**src/hw/video_pkg.sv**
```systemverilog
package video_pkg;

    localparam int CHANNEL_W = 8;

    // one color component
    typedef logic [CHANNEL_W-1:0] channel_t;

    // red sits in the top byte, blue in the low byte
    typedef struct packed {
        channel_t r;
        channel_t g;
        channel_t b;
    } pixel_t;

    localparam channel_t CHANNEL_MAX = 8'd255;  // saturation level per channel

    // frame timing generator
    typedef enum logic [1:0] {
        ST_IDLE  = 2'b00,   // waiting for start
        ST_VSYNC = 2'b01,   // frame sync pulse
        ST_HSYNC = 2'b10,   // blank gap ahead of a line
        ST_DATA  = 2'b11    // one pixel pair read per cycle
    } timing_state_e;

endpackage

```
**src/hw/op_pkg.sv**
```systemverilog
package op_pkg;

    localparam int OP_W = 3;

    // point operations, set through CTRL[6:4]
    typedef enum logic [OP_W-1:0] {
        OP_PASS       = 3'd0,
        OP_BRIGHT_ADD = 3'd1,   // saturates at 255
        OP_BRIGHT_SUB = 3'd2,   // clamps at 0
        OP_INVERT     = 3'd3,
        OP_GRAY       = 3'd4,   // floor of the channel average
        OP_THRESHOLD  = 3'd5    // strictly greater than threshold
    } op_e;

    // APB byte offsets
    typedef enum logic [7:0] {
        REG_CTRL     = 8'h00,
        REG_VALUE    = 8'h04,
        REG_THRESH   = 8'h08,
        REG_STATUS   = 8'h0C,   // read only
        REG_PIX_ADDR = 8'h10,
        REG_PIX_DATA = 8'h14    // write bumps the pixel index
    } reg_addr_e;

    localparam int CTRL_START_BIT = 0;  // write pulse, reads 0
    localparam int CTRL_OP_LSB    = 4;
    localparam int STAT_BUSY_BIT  = 0;
    localparam int STAT_DONE_BIT  = 1;

endpackage

```
**src/hw/frame_store.sv**
```systemverilog
`timescale 1ns/10ps

module frame_store #(
    parameter int IMG_WIDTH  = 8,
    parameter int IMG_HEIGHT = 4,
    localparam int DEPTH     = IMG_WIDTH * IMG_HEIGHT,
    localparam int PIX_AW    = $clog2(DEPTH),
    localparam int PAIR_AW   = PIX_AW - 1
) (
    input  logic               HCLK,
    input  logic               pix_we,
    input  logic [PIX_AW-1:0]  pix_index,
    input  video_pkg::pixel_t  pix_data,
    input  logic               rd_en,
    input  logic [PAIR_AW-1:0] pair_index,
    output video_pkg::pixel_t  pix_even,
    output video_pkg::pixel_t  pix_odd
);
    import video_pkg::*;

    pixel_t            mem [DEPTH];  // row major, left pixel first
    logic              wr_ok;
    logic [PIX_AW-1:0] even_addr;
    logic [PIX_AW-1:0] odd_addr;

    // indices past the frame are dropped
    assign wr_ok = pix_we && (pix_index < PIX_AW'(DEPTH - 1) || pix_index == PIX_AW'(DEPTH - 1));

    assign even_addr = {pair_index, 1'b0};
    assign odd_addr  = {pair_index, 1'b1};

    always_ff @(posedge HCLK) begin
        if (wr_ok) begin
            mem[pix_index] <= pix_data;
        end
    end

    // one cycle read, outputs hold between reads
    always_ff @(posedge HCLK) begin
        if (rd_en) begin
            pix_even <= mem[even_addr];
            pix_odd  <= mem[odd_addr];
        end
    end

endmodule

```
**src/hw/sync_timing.sv**
```systemverilog
`timescale 1ns/10ps

module sync_timing #(
    parameter int IMG_WIDTH    = 8,
    parameter int IMG_HEIGHT   = 4,
    parameter int VSYNC_CYCLES = 6,
    parameter int HSYNC_GAP    = 3,
    localparam int PAIR_AW     = $clog2(IMG_WIDTH * IMG_HEIGHT / 2)
) (
    input  logic               HCLK,
    input  logic               HRESETn,
    input  logic               start,
    output logic               VSYNC,
    output logic               HSYNC,
    output logic               busy,
    output logic               done,
    output logic               rd_en,
    output logic [PAIR_AW-1:0] pair_index
);
    import video_pkg::*;

    localparam int PAIRS_PER_ROW = IMG_WIDTH / 2;
    localparam int COL_W   = (PAIRS_PER_ROW > 1) ? $clog2(PAIRS_PER_ROW) : 1;
    localparam int ROW_W   = (IMG_HEIGHT > 1) ? $clog2(IMG_HEIGHT) : 1;
    localparam int DLY_MAX = (VSYNC_CYCLES > HSYNC_GAP) ? VSYNC_CYCLES : HSYNC_GAP;
    localparam int DLY_W   = $clog2(DLY_MAX + 1);

    timing_state_e    state;
    timing_state_e    state_nxt;
    logic [DLY_W-1:0] dly_cnt;
    logic [COL_W-1:0] col;
    logic [ROW_W-1:0] row;
    logic             line_end;
    logic             frame_end;
    logic             hsync_q;
    logic             last_q;

    assign line_end  = (col == COL_W'(PAIRS_PER_ROW - 1));
    assign frame_end = (row == ROW_W'(IMG_HEIGHT - 1));

    always_comb begin
        state_nxt = state;
        case (state)
            ST_IDLE: begin
                if (start) begin
                    state_nxt = ST_VSYNC;
                end
            end
            ST_VSYNC: begin
                if (dly_cnt == DLY_W'(VSYNC_CYCLES - 1)) begin
                    state_nxt = ST_HSYNC;
                end
            end
            ST_HSYNC: begin
                if (dly_cnt == DLY_W'(HSYNC_GAP - 1)) begin
                    state_nxt = ST_DATA;
                end
            end
            ST_DATA: begin
                if (line_end) begin
                    state_nxt = frame_end ? ST_IDLE : ST_HSYNC;
                end
            end
            default: begin
                state_nxt = ST_IDLE;
            end
        endcase
    end

    always_ff @(posedge HCLK or negedge HRESETn) begin
        if (!HRESETn) begin
            state   <= ST_IDLE;
            dly_cnt <= '0;
        end else begin
            state <= state_nxt;
            if (state_nxt != state) begin
                dly_cnt <= '0;  // restart on every state change
            end else if (state == ST_VSYNC || state == ST_HSYNC) begin
                dly_cnt <= dly_cnt + 1'b1;
            end
        end
    end

    // one pair per data cycle, rows top to bottom
    always_ff @(posedge HCLK or negedge HRESETn) begin
        if (!HRESETn) begin
            col <= '0;
            row <= '0;
        end else if (state == ST_DATA) begin
            if (line_end) begin
                col <= '0;
                row <= frame_end ? '0 : row + 1'b1;
            end else begin
                col <= col + 1'b1;
            end
        end
    end

    always_ff @(posedge HCLK or negedge HRESETn) begin
        if (!HRESETn) begin
            hsync_q <= 1'b0;
            last_q  <= 1'b0;
            busy    <= 1'b0;
            done    <= 1'b0;
        end else begin
            hsync_q <= (state == ST_DATA);  // lines up with the store output
            last_q  <= (state == ST_DATA) && line_end && frame_end;
            if (start) begin
                busy <= 1'b1;
                done <= 1'b0;
            end else if (last_q) begin  // cycle after the last pair is out
                busy <= 1'b0;
                done <= 1'b1;
            end
        end
    end

    assign VSYNC      = (state == ST_VSYNC);
    assign HSYNC      = hsync_q;
    assign rd_en      = (state == ST_DATA);
    assign pair_index = PAIR_AW'(row * PAIRS_PER_ROW + col);

endmodule

```
**src/hw/pixel_op.sv**
```systemverilog
`timescale 1ns/10ps

module pixel_op (
    input  op_pkg::op_e         op,
    input  video_pkg::channel_t value,
    input  video_pkg::channel_t threshold,
    input  logic                active,
    input  video_pkg::pixel_t   pix_in,
    output video_pkg::pixel_t   pix_out
);
    import video_pkg::*;
    import op_pkg::*;

    logic [9:0] sum3;
    channel_t   gray;
    pixel_t     result;

    function automatic channel_t add_sat(channel_t a, channel_t b);
        logic [8:0] s;
        s = {1'b0, a} + {1'b0, b};
        return s[8] ? CHANNEL_MAX : s[7:0];
    endfunction

    function automatic channel_t sub_clamp(channel_t a, channel_t b);
        return (a >= b) ? channel_t'(a - b) : '0;
    endfunction

    assign sum3 = {2'b00, pix_in.r} + {2'b00, pix_in.g} + {2'b00, pix_in.b};
    assign gray = channel_t'(sum3 / 10'd3);  // 765/3 fits in a byte

    always_comb begin
        result = pix_in;
        case (op)
            OP_BRIGHT_ADD: begin
                result.r = add_sat(pix_in.r, value);
                result.g = add_sat(pix_in.g, value);
                result.b = add_sat(pix_in.b, value);
            end
            OP_BRIGHT_SUB: begin
                result.r = sub_clamp(pix_in.r, value);
                result.g = sub_clamp(pix_in.g, value);
                result.b = sub_clamp(pix_in.b, value);
            end
            OP_INVERT: begin
                result.r = CHANNEL_MAX - pix_in.r;
                result.g = CHANNEL_MAX - pix_in.g;
                result.b = CHANNEL_MAX - pix_in.b;
            end
            OP_GRAY: begin
                result = '{gray, gray, gray};
            end
            OP_THRESHOLD: begin
                result = (gray > threshold) ? '{CHANNEL_MAX, CHANNEL_MAX, CHANNEL_MAX} : '0;
            end
            default: begin  // pass and unused codes
                result = pix_in;
            end
        endcase
    end

    assign pix_out = active ? result : '0;  // blank outside the line

endmodule

```
**src/hw/apb_regs.sv**
```systemverilog
`timescale 1ns/10ps

module apb_regs #(
    parameter int IMG_WIDTH  = 8,
    parameter int IMG_HEIGHT = 4,
    localparam int PIX_AW    = $clog2(IMG_WIDTH * IMG_HEIGHT)
) (
    input  logic                HCLK,
    input  logic                HRESETn,
    input  logic [31:0]         PADDR,
    input  logic                PSEL,
    input  logic                PENABLE,
    input  logic                PWRITE,
    input  logic [31:0]         PWDATA,
    output logic [31:0]         PRDATA,
    input  logic                busy,
    input  logic                done,
    output logic                start,
    output op_pkg::op_e         op,
    output video_pkg::channel_t value,
    output video_pkg::channel_t threshold,
    output logic                pix_we,
    output logic [PIX_AW-1:0]   pix_index,
    output video_pkg::pixel_t   pix_data
);
    import op_pkg::*;

    reg_addr_e         addr;
    logic              in_window;
    logic              wr_en;
    logic              rd_en;
    logic [PIX_AW-1:0] index_q;

    assign addr      = reg_addr_e'(PADDR[7:0]);
    assign in_window = (PADDR[31:8] == '0);  // map occupies the low 256 bytes

    // writes land on the edge closing the access phase, frozen while a frame runs
    assign wr_en = PSEL && PENABLE && PWRITE && !busy && in_window;
    assign rd_en = PSEL && !PWRITE && in_window;

    // pixel load goes straight into the store on the same edge
    assign pix_we    = wr_en && (addr == REG_PIX_DATA);
    assign pix_index = index_q;
    assign pix_data  = PWDATA[23:0];

    always_ff @(posedge HCLK or negedge HRESETn) begin
        if (!HRESETn) begin
            start     <= 1'b0;
            op        <= OP_PASS;
            value     <= '0;
            threshold <= '0;
            index_q   <= '0;
        end else begin
            start <= wr_en && (addr == REG_CTRL) && PWDATA[CTRL_START_BIT];  // one cycle
            if (wr_en) begin
                case (addr)
                    REG_CTRL: begin
                        op <= op_e'(PWDATA[CTRL_OP_LSB +: OP_W]);
                    end
                    REG_VALUE: begin
                        value <= PWDATA[7:0];
                    end
                    REG_THRESH: begin
                        threshold <= PWDATA[7:0];
                    end
                    REG_PIX_ADDR: begin
                        index_q <= PWDATA[PIX_AW-1:0];
                    end
                    REG_PIX_DATA: begin
                        index_q <= index_q + 1'b1;  // auto increment
                    end
                    default: begin
                    end
                endcase
            end
        end
    end

    // read data valid through setup and access
    always_comb begin
        PRDATA = '0;
        if (rd_en) begin
            case (addr)
                REG_CTRL: begin
                    PRDATA[CTRL_OP_LSB +: OP_W] = op;  // start bit stays 0
                end
                REG_VALUE: begin
                    PRDATA[7:0] = value;
                end
                REG_THRESH: begin
                    PRDATA[7:0] = threshold;
                end
                REG_STATUS: begin
                    PRDATA[STAT_BUSY_BIT] = busy;
                    PRDATA[STAT_DONE_BIT] = done;
                end
                REG_PIX_ADDR: begin
                    PRDATA[PIX_AW-1:0] = index_q;
                end
                default: begin  // PIX_DATA is write only
                end
            endcase
        end
    end

endmodule

```
**src/hw/image_proc_top.sv**
```systemverilog
`timescale 1ns/10ps

module image_proc_top #(
    parameter int IMG_WIDTH    = 8,
    parameter int IMG_HEIGHT   = 4,
    parameter int VSYNC_CYCLES = 6,
    parameter int HSYNC_GAP    = 3
) (
    input  logic                HCLK,
    input  logic                HRESETn,
    input  logic [31:0]         PADDR,
    input  logic                PSEL,
    input  logic                PENABLE,
    input  logic                PWRITE,
    input  logic [31:0]         PWDATA,
    output logic [31:0]         PRDATA,
    output logic                VSYNC,
    output logic                HSYNC,
    output video_pkg::channel_t DATA_R0,
    output video_pkg::channel_t DATA_G0,
    output video_pkg::channel_t DATA_B0,
    output video_pkg::channel_t DATA_R1,
    output video_pkg::channel_t DATA_G1,
    output video_pkg::channel_t DATA_B1
);
    import video_pkg::*;
    import op_pkg::*;

    localparam int PIX_AW  = $clog2(IMG_WIDTH * IMG_HEIGHT);
    localparam int PAIR_AW = $clog2(IMG_WIDTH * IMG_HEIGHT / 2);

    logic               busy;
    logic               done;
    logic               start;
    op_e                op;
    channel_t           value;
    channel_t           threshold;
    logic               pix_we;
    logic [PIX_AW-1:0]  pix_index;
    pixel_t             pix_data;
    logic               rd_en;
    logic [PAIR_AW-1:0] pair_index;
    pixel_t             pix_even;
    pixel_t             pix_odd;
    pixel_t             out_even;
    pixel_t             out_odd;

    apb_regs #(
        .IMG_WIDTH  (IMG_WIDTH),
        .IMG_HEIGHT (IMG_HEIGHT)
    ) u_regs (
        .HCLK      (HCLK),
        .HRESETn   (HRESETn),
        .PADDR     (PADDR),
        .PSEL      (PSEL),
        .PENABLE   (PENABLE),
        .PWRITE    (PWRITE),
        .PWDATA    (PWDATA),
        .PRDATA    (PRDATA),
        .busy      (busy),
        .done      (done),
        .start     (start),
        .op        (op),
        .value     (value),
        .threshold (threshold),
        .pix_we    (pix_we),
        .pix_index (pix_index),
        .pix_data  (pix_data)
    );

    frame_store #(
        .IMG_WIDTH  (IMG_WIDTH),
        .IMG_HEIGHT (IMG_HEIGHT)
    ) u_store (
        .HCLK       (HCLK),
        .pix_we     (pix_we),
        .pix_index  (pix_index),
        .pix_data   (pix_data),
        .rd_en      (rd_en),
        .pair_index (pair_index),
        .pix_even   (pix_even),
        .pix_odd    (pix_odd)
    );

    sync_timing #(
        .IMG_WIDTH    (IMG_WIDTH),
        .IMG_HEIGHT   (IMG_HEIGHT),
        .VSYNC_CYCLES (VSYNC_CYCLES),
        .HSYNC_GAP    (HSYNC_GAP)
    ) u_timing (
        .HCLK       (HCLK),
        .HRESETn    (HRESETn),
        .start      (start),
        .VSYNC      (VSYNC),
        .HSYNC      (HSYNC),
        .busy       (busy),
        .done       (done),
        .rd_en      (rd_en),
        .pair_index (pair_index)
    );

    // HSYNC doubles as the data valid for both lanes
    pixel_op u_op_even (
        .op        (op),
        .value     (value),
        .threshold (threshold),
        .active    (HSYNC),
        .pix_in    (pix_even),
        .pix_out   (out_even)
    );

    pixel_op u_op_odd (
        .op        (op),
        .value     (value),
        .threshold (threshold),
        .active    (HSYNC),
        .pix_in    (pix_odd),
        .pix_out   (out_odd)
    );

    assign DATA_R0 = out_even.r;
    assign DATA_G0 = out_even.g;
    assign DATA_B0 = out_even.b;
    assign DATA_R1 = out_odd.r;
    assign DATA_G1 = out_odd.g;
    assign DATA_B1 = out_odd.b;

endmodule

```
**config.mk**
```make
export PLATFORM = sky130hd
export DESIGN_NAME = image_proc_top
export DESIGN_NICKNAME = d
export VERILOG_FILES = /design/src/hw/video_pkg.sv /design/src/hw/op_pkg.sv /design/src/hw/frame_store.sv /design/src/hw/sync_timing.sv /design/src/hw/pixel_op.sv /design/src/hw/apb_regs.sv /design/src/hw/image_proc_top.sv
export SDC_FILE = /design/constraint.sdc
export NUM_CORES = 1
export LEC_CHECK = 0
export BUFFER_PORTS_ARGS = -buffer_cell sky130_fd_sc_hd__buf_2
export CAP_MARGIN = 10
export CORE_ASPECT_RATIO = 0.6
export CORE_MARGIN = 3
export CORE_UTILIZATION = 40
export CTS_BUF_LIST = sky130_fd_sc_hd__clkbuf_16
export DETAILED_ROUTE_END_ITERATION = 16
export GPL_TIMING_DRIVEN = 0
export PLACE_DENSITY = 0.58
export SETUP_SLACK_MARGIN = 0.4
export SYNTH_ARGS = -nofsm -noshare
export SYNTH_HDL_FRONTEND = slang
export SYNTH_SLANG_ARGS = --single-unit
```
**constraint.sdc**
```tcl
create_clock -name HCLK -period 10.1 [get_ports HCLK]
set_clock_uncertainty 0.1 [all_clocks]
set_input_delay 0.505 -clock HCLK [delete_from_list [all_inputs] [get_ports HCLK]]
set_output_delay 0.505 -clock HCLK [all_outputs]
set_load 0.02 [all_outputs]
```
# --- Word-level counts from Yosys, hierarchy flattened ---
# Memories as Yosys holds them, arrays and structs flattened. A register that Yosys moved wholly into a read port is not among the register bits.
# Cells that the tools add are included.
totals:
  regBits: 38
  ram_bits: 768
  in_bits: 69
  output_inout_bits: 82
  word_cells: 139
  mem_count: 1
memory_table:
  columns: ["memory", "depth", "width", "read_ports", "rd_clocked_by_memory_dff", "wr", "line", "source"]
  rows:
  - ["u_store.mem", 32, 24, 2, 2, 1, "frame_store.sv:21", "pixel_t mem [DEPTH];"]
op_classes:
  add_sub_neg: 27
  div: 2
  order_cmp: 9
  n_eq_ne: 19
  muxes: 41
  reduce_logical: 27
ops:
  columns: ["cell", "n"]
  rows:
  - ["$pmux 24 s5", 2]
  - ["$mux 8", 13]
  - ["$mux 24", 4]
  - ["$add 8x8->9", 8]
  - ["$ge 8x8->1", 6]
  - ["$sub 8x8->8", 6]
  - ["$sub 8x8->8 const A", 6]
  - ["$logic_not 24->1", 1]
  - ["$add 10x8->10", 2]
  - ["$div 10x2->10 const B", 2]
  - ["$eq 8x4->1 const B", 2]
  - ["$eq 8x5->1 const B", 2]
  - ["$gt 8x8->1", 2]
  - ["$pmux 2 s4", 2]
  - ["$mux 2", 7]
  - ["$logic_and 1x1->1", 12]
  - ["$pmux 2 s3", 2]
  - ["$pmux 5 s2", 1]
  - ["$reduce_and 2->1", 5]
  - ["$eq 3x2->1 const B", 3]
  - ["$eq 3x3->1 const B", 3]
  - ["$eq 2x2->1 const B", 4]
  - ["$eq 8x3->1 const B", 1]
  - ["$logic_not 8->1", 1]
  - ["17 further kinds", 28]

# --- Longest topological paths before layout ---
# Gate-level depths: netlist (run 1).
depth:
  ltp_word: 8
  mapped_depth: 38
  mapped_depth_nobuf: 35

# --- Cells and area by module ---
# Synthesis (run 1) repeated with hierarchy kept, for this count alone.
hier_totals:
  cells_unflattened: 2747
  hier_area_um2: 41851.4
by_module_without_submodules:
  columns: ["mod", "n_inst", "cells_per_inst", "area_each_um2", "seq_area_each_um2"]
  rows:
  - ["frame_store", 1, 1265, 30276.5, 24503.5]
  - ["pixel_op", 2, 614, 4464.3, 0.0]
  - ["apb_regs", 1, 187, 1896.8, 625.6]
  - ["sync_timing", 1, 67, 749.5, 325.3]

# --- Worst setup path before layout (run 1) ---
# Ideal clock, no wire load.
synth_timing:
  path_type: "reg2out"
  from: "register u_store.pix_even[9] (netlist name)"
  to: "output DATA_R0[6]"
  t_arrival_ns: 6.674
  required_ns: 9.495
  setup_slack_ns: 2.821
  stages_incl_launch_ff: 36
  path_buffers: 3
  path_cell_list: "edfxtp_1 ha_1 a21o_1 a21oi_1 o21bai_1 a21oi_1 o21bai_1 a21oi_1 xnor2_1 ha_1 buf_2 or4_1 o22ai_2 nand2_1 o221ai_2 and2_1 buf_2 o41ai_2 and2_1 o31a_1 ha_1 a31oi_4 nand2_1 a211oi_2 a21bo_2 ha_1 nor2b_1 o21ai_0 nand2b_1 a21oi_1 o21ai_0 o211a_1 clkbuf_1 a21oi_1 o211ai_1 o221a_2"
synth_via:
  elab_chain_cells: 7
synth_lines:
  columns: ["element", "line", "source"]
  rows:
  - ["$add 8x8->9 *", "pixel_op.sv:28", "assign sum3 = {2'b00, pix_in.r} + {2'b00, pix_in.g} + {2'b00, pix_in.b};"]
  - ["$add 10x8->10 *", "pixel_op.sv:28", null]
  - ["$div 10x2->10 *", "pixel_op.sv:29", "assign gray = channel_t'(sum3 / 10'd3);"]
  - ["$gt 8x8->1", "pixel_op.sv:53", "result = (gray > threshold) ? '{CHANNEL_MAX, CHANNEL_MAX, CHANNEL_MAX} : '0;"]
  - ["$mux 24", "pixel_op.sv:53", null]
  - ["$pmux 24 s5 *", "pixel_op.sv:33", "case (op)"]
  - ["$mux 24 *", "pixel_op.sv:61", "assign pix_out = active ? result : '0;"]
  - ["to (decl)", "image_proc_top.sv:19", "output video_pkg::channel_t DATA_R0,"]
# Every way passes the cells marked *; elsewhere a longest branch is shown, timed or not.

# --- Final worst setup path (run 1) ---
layout_timing:
  from: "register u_store.pix_odd[16] (netlist name)"
  to: "output DATA_G1[4]"
layout_via:
  elab_chain_cells: 7
layout_lines:
  columns: ["element", "line", "source"]
  rows:
  - ["$add 8x8->9 *", "pixel_op.sv:28", null]
  - ["$add 10x8->10 *", "pixel_op.sv:28", null]
  - ["$div 10x2->10 *", "pixel_op.sv:29", null]
  - ["$gt 8x8->1", "pixel_op.sv:53", null]
  - ["$mux 24", "pixel_op.sv:53", null]
  - ["$pmux 24 s5 *", "pixel_op.sv:33", null]
  - ["$mux 24 *", "pixel_op.sv:61", null]
  - ["to (decl)", "image_proc_top.sv:23", "output video_pkg::channel_t DATA_G1,"]
# Marked as above.

==> metrics, run 1 <==
antenna violations before repair=8; cell count after synthesis=2626; sequential fraction of the synthesis area=about three fifths; antenna viol nets, final=0; minimum clock period after layout=roughly 9.3 ns; share of the synthesized area in the top cell type=between 50% and 60%; worst path setup slack after routing=between 0.7 and 0.8 ns; area taken by flip-flops and latches=between 0.02 and 0.03 sq mm; Worst-Skew Late Latency=slightly above 0.6 ns; P per Cell Area=between 100 and 150 mW/mm^2; final cycle utilization of the critical path=92.2%; CORE AREA=slightly above 0.1 sq mm; Fin. Hold Viols=0; peak supply drop=between 0.1 and 0.15 mV; Placed Instance Area=approximately 0.044 sq mm; port buffer count=around 120; worst-path maximum fanout=10; share of final-layout standard cells stronger than drive strength 1=between 20% and 30%; post-synth design cell area=roughly 0.04 sq mm; dominant cells by area after synthesis=edfxtp_1 60%, mux4_2 13%, ha_1 4.9%; share of the core filled with cells in the final layout=a little under half; critical path arrival=roughly 8.7 ns; delay of the slowest cell on the worst path=roughly 0.48 ns; Hold/Removal Path Class=in2reg; Post-synth ARST share=approximately 4.4%; total global routing track utilization=23.0%; run status=completed; remaining design rule violation count=0; Leakage Power=0.0158 uW; overall power consumption=slightly below 7000 uW; type of the worst setup path=reg2out; post-detailed-placement half-perimeter wirelength=between 80000 and 90000 um; CTS buffer count=73; first-iteration detailed-routing DRC count=3277; unrepaired setup endpoints after global routing=yes; Routed Wire Length=123000 um; count of max-cap constraint violations=0; Starting Density=between 40 and 50%; Post-layout nets=about 3.1k; yosys warns=0; pin slew with the least headroom to its limit=approximately 1.3 ns; Bufs on Longest Clock Path=3; count of endpoints failing setup in the final report=0; final cell area excluding filler cells=0.0471 sq mm; routed len/inst=around 29 um; Die Wd=between 400 and 500 um; Syn Area/Cell=roughly 16 sq um; largest net degree at the start of global routing=39; critical path data required time=around 9.5 ns; remaining global-route overflow=0; top-level port count=approximately 150; post-synthesis cell type count=between 80 and 90; Highest Clock Rate=between 0.1 and 0.15 GHz; global-route wire length before repair=between 150000 and 200000 um; kind of capture point of the worst setup path=primary output; final total negative setup slack=0 ns; slowest CP cell=edfxtp_1; vertical die dimension=approximately 250 um; clock tree sinks=around 850; router iterations before antenna repair=6; CTS H-tree lvls=3; Site Rows=90; number of flip-flops and latches in the synthesized netlist=854; Placer Congestion=between 0.9 and 1; startpoint types=flop; via total after detailed routing=25.6k; Setup Slack @ Placement=about 1.1 ns; number of global-route vias before repair=approximately 25k; clock edge transition at the registers on the reported setup and hold paths=about 0.070 ns; TritonCTS clock tree=yes; Final Max Tran Viols=0; area growth from synthesis to layout=14.6%; average vias per placed instance=around 6.0; area occupied by multi-input gates=between 0.015 and 0.02 sq mm; number of synthesized flops with an enable pin=816; Synth Flop Type=edfxtp_1; Fill cells=8626; clock root buffer master=clkbuf_16; die area=0.107 sq mm; library cell with the largest summed area after synthesis=edfxtp_1; Slew headroom=between 10% and 20%
[where the power goes]
group | switching (uW) | leakage, uW | total [uW] | internal, uW
Sequential | 0.000769 | 0.00783 | 3870 | 3870
Combinational | 75.9 | 0.00670 | 93.1 | 17.2
Clock | 1260 | 0.00124 | 2860 | 1590
[placed cells by master, fill, tap and decap left out, drive strengths merged, types with 16 or more instances in the layout]
cell type | Yosys | layout
a211oi | 30 | 30
a21o | 38 | 38
a21oi | 176 | 176
a31oi | 17 | 17
buf | 49 | 211
clkbuf | 93 | 172
clkinv | 1 | 25
conb | 1 | 24
dfrtp | 38 | 38
edfxtp | 816 | 816
fa | 16 | 16
ha | 162 | 162
inv | 90 | 110
mux2 | 17 | 17
mux4 | 240 | 240
nand2 | 73 | 73
nand3 | 28 | 28
nor2 | 200 | 200
nor2b | 17 | 17
nor3 | 22 | 22
o21ai | 117 | 117
o21bai | 47 | 47
o221ai | 20 | 20
o22ai | 22 | 22
xnor2 | 66 | 66
[routing by layer]
layer | GRT usage (%) | up-vias | routed length, um | part of all wire, %
li1 | - | 11000 | - | -
met1 | 37.2 | 13400 | 59300 | 48
met2 | 32.0 | 1088 | 51200 | 42
met3 | 4.72 | 133 | 10700 | 8.7
met4 | 3.84 | 2 | 1760 | 1.4
met5 | 0 | - | 8 | 0.0065
[state kept, by name, indices dropped and copies added, names as in the netlist, 2 cells and up]
signal,flops
u_regs.op,3
u_regs.pix_index,5
u_regs.threshold,8
u_regs.value,8
u_store.mem,768
u_store.pix_even,24
u_store.pix_odd,24
u_timing.col,2
u_timing.dly_cnt,3
u_timing.row,2
u_timing.state,2
[cell type report]
class | count | area share [%]
repair buffers | 163 | 3.25
clock inverters | 53 | 0.906
plain buffers | 142 | 1.38
inverters | 91 | 0.726
multi-input cells | 1562 | 31.9
diodes | 2 | 0.0106
well taps | 1334 | 3.55
clock buffers | 79 | 4.20
flip-flops and latches | 854 | 54.1
[cells in the mapped netlist (all sizes together) (16+ instances only)]
cell    number
edfxtp     816
mux4       240
nor2       200
a21oi      176
ha         162
o21ai      117
clkbuf      93
inv         90
nand2       73
xnor2       66
buf         49
o21bai      47
a21o        38
dfrtp       38
a211oi      30
nand3       28
nor3        22
o22ai       22
o221ai      20
a31oi       17
mux2        17
nor2b       17
fa          16
[path summary, 6_finish.rpt]
path	startpoint	endpoint	slack, ns	cells past startpoint
min in group asynchronous	HRESETn	u_regs.threshold[5]	0.49	2
max in group asynchronous	HRESETn	u_regs.value[6]	8.83	2
setup reg to reg	u_timing.col[0]	u_store.pix_odd[22]	5.98	5
hold reg to reg	u_regs.start	u_timing.done	0.36	1
hold / removal	PWDATA[19]	u_store.mem[12][19]	0.29	1
setup / recovery	u_store.pix_odd[16]	DATA_G1[4]	0.78	37
[kinds of logic (layout without fill, tap and decap cells)]
family | Yosys count | count (layout) | synth area share [%]
DFF | 854 | 854 | 62.0
AOI/OAI and AO/OA | 597 | 597 | 9.64
and+or+nand+nor | 415 | 415 | 4.62
muxes | 268 | 268 | 13.9
buffers and inverters | 233 | 528 | 2.40
adders and majority gates | 180 | 180 | 5.77
xor gates and xnor gates | 78 | 78 | 1.66
other | 1 | 26 | 0.00913
[through the flow]
| step | hold slack, ns | instances |
|---|---|---|
| 2_1_floorplan | 0.109 | 2649 |
| 3_3_place_gp | 0.360 | 4100 |
| 3_5_place_dp | 0.352 | 4130 |
| 4_1_cts | 0.246 | 4263 |
| 5_1_grt | 0.297 | 4279 |
| 6_report | 0.288 | 4280 |
[critical path, delay by kind of cell, from the launching register on]
family / cells / cell delay, ns
AOI/OAI and AO/OA: 14 / 3.50
buffers and inverters: 4 / 0.81
and+or+nand+nor: 13 / 1.64
adders and majority gates: 5 / 1.45
DFF: 1 / 0.48
xor gates and xnor gates: 1 / 0.22
[repair_timing]
item,in CTS,in global routing
hold buffers,1,0
pin swaps,0,2
gates resized for setup,1,19
setup buffers,0,10
endpoints found under the setup margin,1,48
gates cloned,0,0
hold endpoints to repair,38,0
No activity file was read; power rests on OpenSTA's default activity.
==> inputs of run 2 (changes only) <==
==> constraint.sdc (replaced) <==
create_clock -name HCLK -period 11.26 [get_ports HCLK]
set_clock_uncertainty 0.1 [all_clocks]
set_input_delay 0.563 -clock HCLK [delete_from_list [all_inputs] [get_ports HCLK]]
set_output_delay 0.563 -clock HCLK [all_outputs]
set_load 0.02 [all_outputs]
==> run 2 against run 1 <==
Register-to-register slack gained 1.2 ns. Clock power shrank 10%. Critical path depth grew 1. First-iteration DRC count shrank 1.7%. Critical path type unchanged.
==> metrics, run 2 (synthesis results as in run 1) <==
startpoint types=flop; unrepaired setup endpoints after global routing=no; share of final-layout standard cells stronger than drive strength 1=20.4% (-0.71 points); clock tree sinks=854 (unchanged); die area=0.107 sq mm (unchanged); Worst-Skew Late Latency=0.62 ns (about the same); routed len/inst=28.7 um (about the same); Gates resized, CTS repair=0 (-1); number of global-route vias before repair=25.0k (unchanged); Slew headroom=14.8% (+0.036 points); Fin. Hold Viols=0 (unchanged); pin slew with the least headroom to its limit=1.28 ns (-0.000538 ns); biggest regs=u_store.mem x768, u_store.pix_even x24, u_store.pix_odd x24; Placer Congestion=0.984 (unchanged); clock root buffer master=clkbuf_16; first-iteration detailed-routing DRC count=3222 (-1.7%); Bufs on Longest Clock Path=3 (unchanged); clock edge transition at the registers on the reported setup and hold paths=0.07 ns (about the same); antenna violations before repair=8 (unchanged); router iterations before antenna repair=5 (-1); largest register by flop count=u_store.mem; critical path arrival=9.18 ns (+0.47 ns); via total after detailed routing=25.6k (+0.027%); top-level port count=151 (unchanged); global-route wire length before repair=177000 um (unchanged); remaining global-route overflow=0 (unchanged); Highest Clock Rate=0.102 GHz; worst-path maximum fanout=10 (unchanged); count of max-cap constraint violations=0 (unchanged); slowest CP cell=edfxtp_1; placed insts=4130 (unchanged); TritonCTS clock tree=yes; Largest register FFs=768 (unchanged); CTS H-tree lvls=3 (unchanged); critical path data required time=10.60 ns (+1.10 ns); final cycle utilization of the critical path=between 80 and 90%; total global routing track utilization=23.0% (unchanged); Leakage Power=0.0157 uW (-0.41%); Routed Wire Length=123000 um (-0.20%); CTS buffer count=73 (unchanged); post-detailed-placement half-perimeter wirelength=89100 um (unchanged); Final Instance Count excl. Fillers=4271 (-0.21%); P per Cell Area=130 mW/mm^2 (-10%); Crit path top cell by count=nor2_1; run status=completed; type of the worst setup path=reg2out; Post-layout nets=3124 (-0.32%); Starting Density=40.6% (unchanged); top library cells by usage in the layout, fill and taps aside=816 x edfxtp_1, 240 x mux4_2, 175 x a21oi_1, 168 x nor2_1, 161 x ha_1; area growth from synthesis to layout=14.3%; port buffer count=117 (unchanged); Site Rows=90 (unchanged); kind of capture point of the worst setup path=primary output; CORE AREA=0.101 sq mm (unchanged); largest net degree at the start of global routing=39 (unchanged); antenna viol nets, final=0 (unchanged); delay of the slowest cell on the worst path=0.57 ns (+0.09 ns); final total negative setup slack=0 ns (unchanged); Hold/Removal Path Class=in2reg; average vias per placed instance=6.00 (+0.24%); vertical die dimension=254 um (unchanged); peak supply drop=0.117 mV (-10%); Die Wd=420 um (unchanged); count of endpoints failing setup in the final report=0 (unchanged); Final Max Tran Viols=0 (unchanged); remaining design rule violation count=0 (unchanged); minimum clock period after layout=9.85 ns; Fill cells=8623 (-0.035%); most common cell after layout, fill and taps aside=edfxtp_1
[run 2: cell count changes in the layout (fill, tap and decap cells not counted), sizes merged]
| cell | before | now |
|---|---|---|
| buf | 211 | 201 |
| diode | 2 | 3 |
[run 2: power breakdown]
part | switching, uW | internal [uW] | leakage, uW
registers | 0.000685 | 3470 | 0.00783
logic | 68.1 | 15.4 | 0.00663
clock network | 1140 | 1430 | 0.00124
[run 2: critical path: cells and delay by family, from the launching register on]
family / cells / cell delay [ns]
buffers and inverters: 5 / 1.27
adders and majority gates: 5 / 1.37
and+or+nand+nor: 13 / 1.67
DFF: 1 / 0.57
xor gates and xnor gates: 1 / 0.22
AOI/OAI and AO/OA: 14 / 3.42
[run 2: worst paths after layout]
check,from,to,slack (ns),depth (start not counted)
min in group asynchronous,HRESETn,u_regs.threshold[6],0.56,2
max in group asynchronous,HRESETn,u_timing.dly_cnt[0],9.93,2
setup / recovery,u_store.pix_odd[8],DATA_G1[4],1.41,38
hold / removal,PWDATA[19],u_store.mem[12][19],0.35,1
setup reg to reg,u_timing.col[0],u_store.pix_odd[22],7.19,5
hold reg to reg,u_regs.start,u_timing.done,0.36,1
[run 2: per-stage QoR]
step,util [%],hold slack (ns),instance area [sq um],setup slack [ns],power (uW)
CTS,46.3,0.304,46900,1.47,6160
floorplan,-,0.167,41100,3.92,3560
global placement,42.9,0.360,43400,2.28,3620
finish,46.4,0.348,46900,1.41,6120
detailed placement,43.9,0.352,44400,2.19,3620
global route,46.4,0.355,46900,0.733,6310
[run 2: what timing repair did]
item	CTS	global route
setup buffers	0	0
hold buffers	1	0
hold endpoints to repair	38	0
[run 2: area by class of cell]
| cell class | instances | area [sq um] | area share, % |
|---|---|---|---|
| Clock inverter | 53 | 427 | 0.909 |
| Tap cell | 1334 | 1670 | 3.56 |
| Buffer | 142 | 646 | 1.38 |
| Clock buffer | 79 | 1980 | 4.21 |
| Timing Repair Buffer | 153 | 1460 | 3.10 |
| Inverter | 91 | 342 | 0.728 |
| Multi-Input combinational cell | 1562 | 14900 | 31.9 |
| Antenna cell | 3 | 7.51 | 0.0160 |
| Sequential cell | 854 | 25500 | 54.2 |
[run 2: metal layers]
layer	part of all wire [%]	track usage, %
met4	1.4	3.84
met1	48	37.2
met2	42	32.0
met3	9.0	4.72
met5	0.0065	0
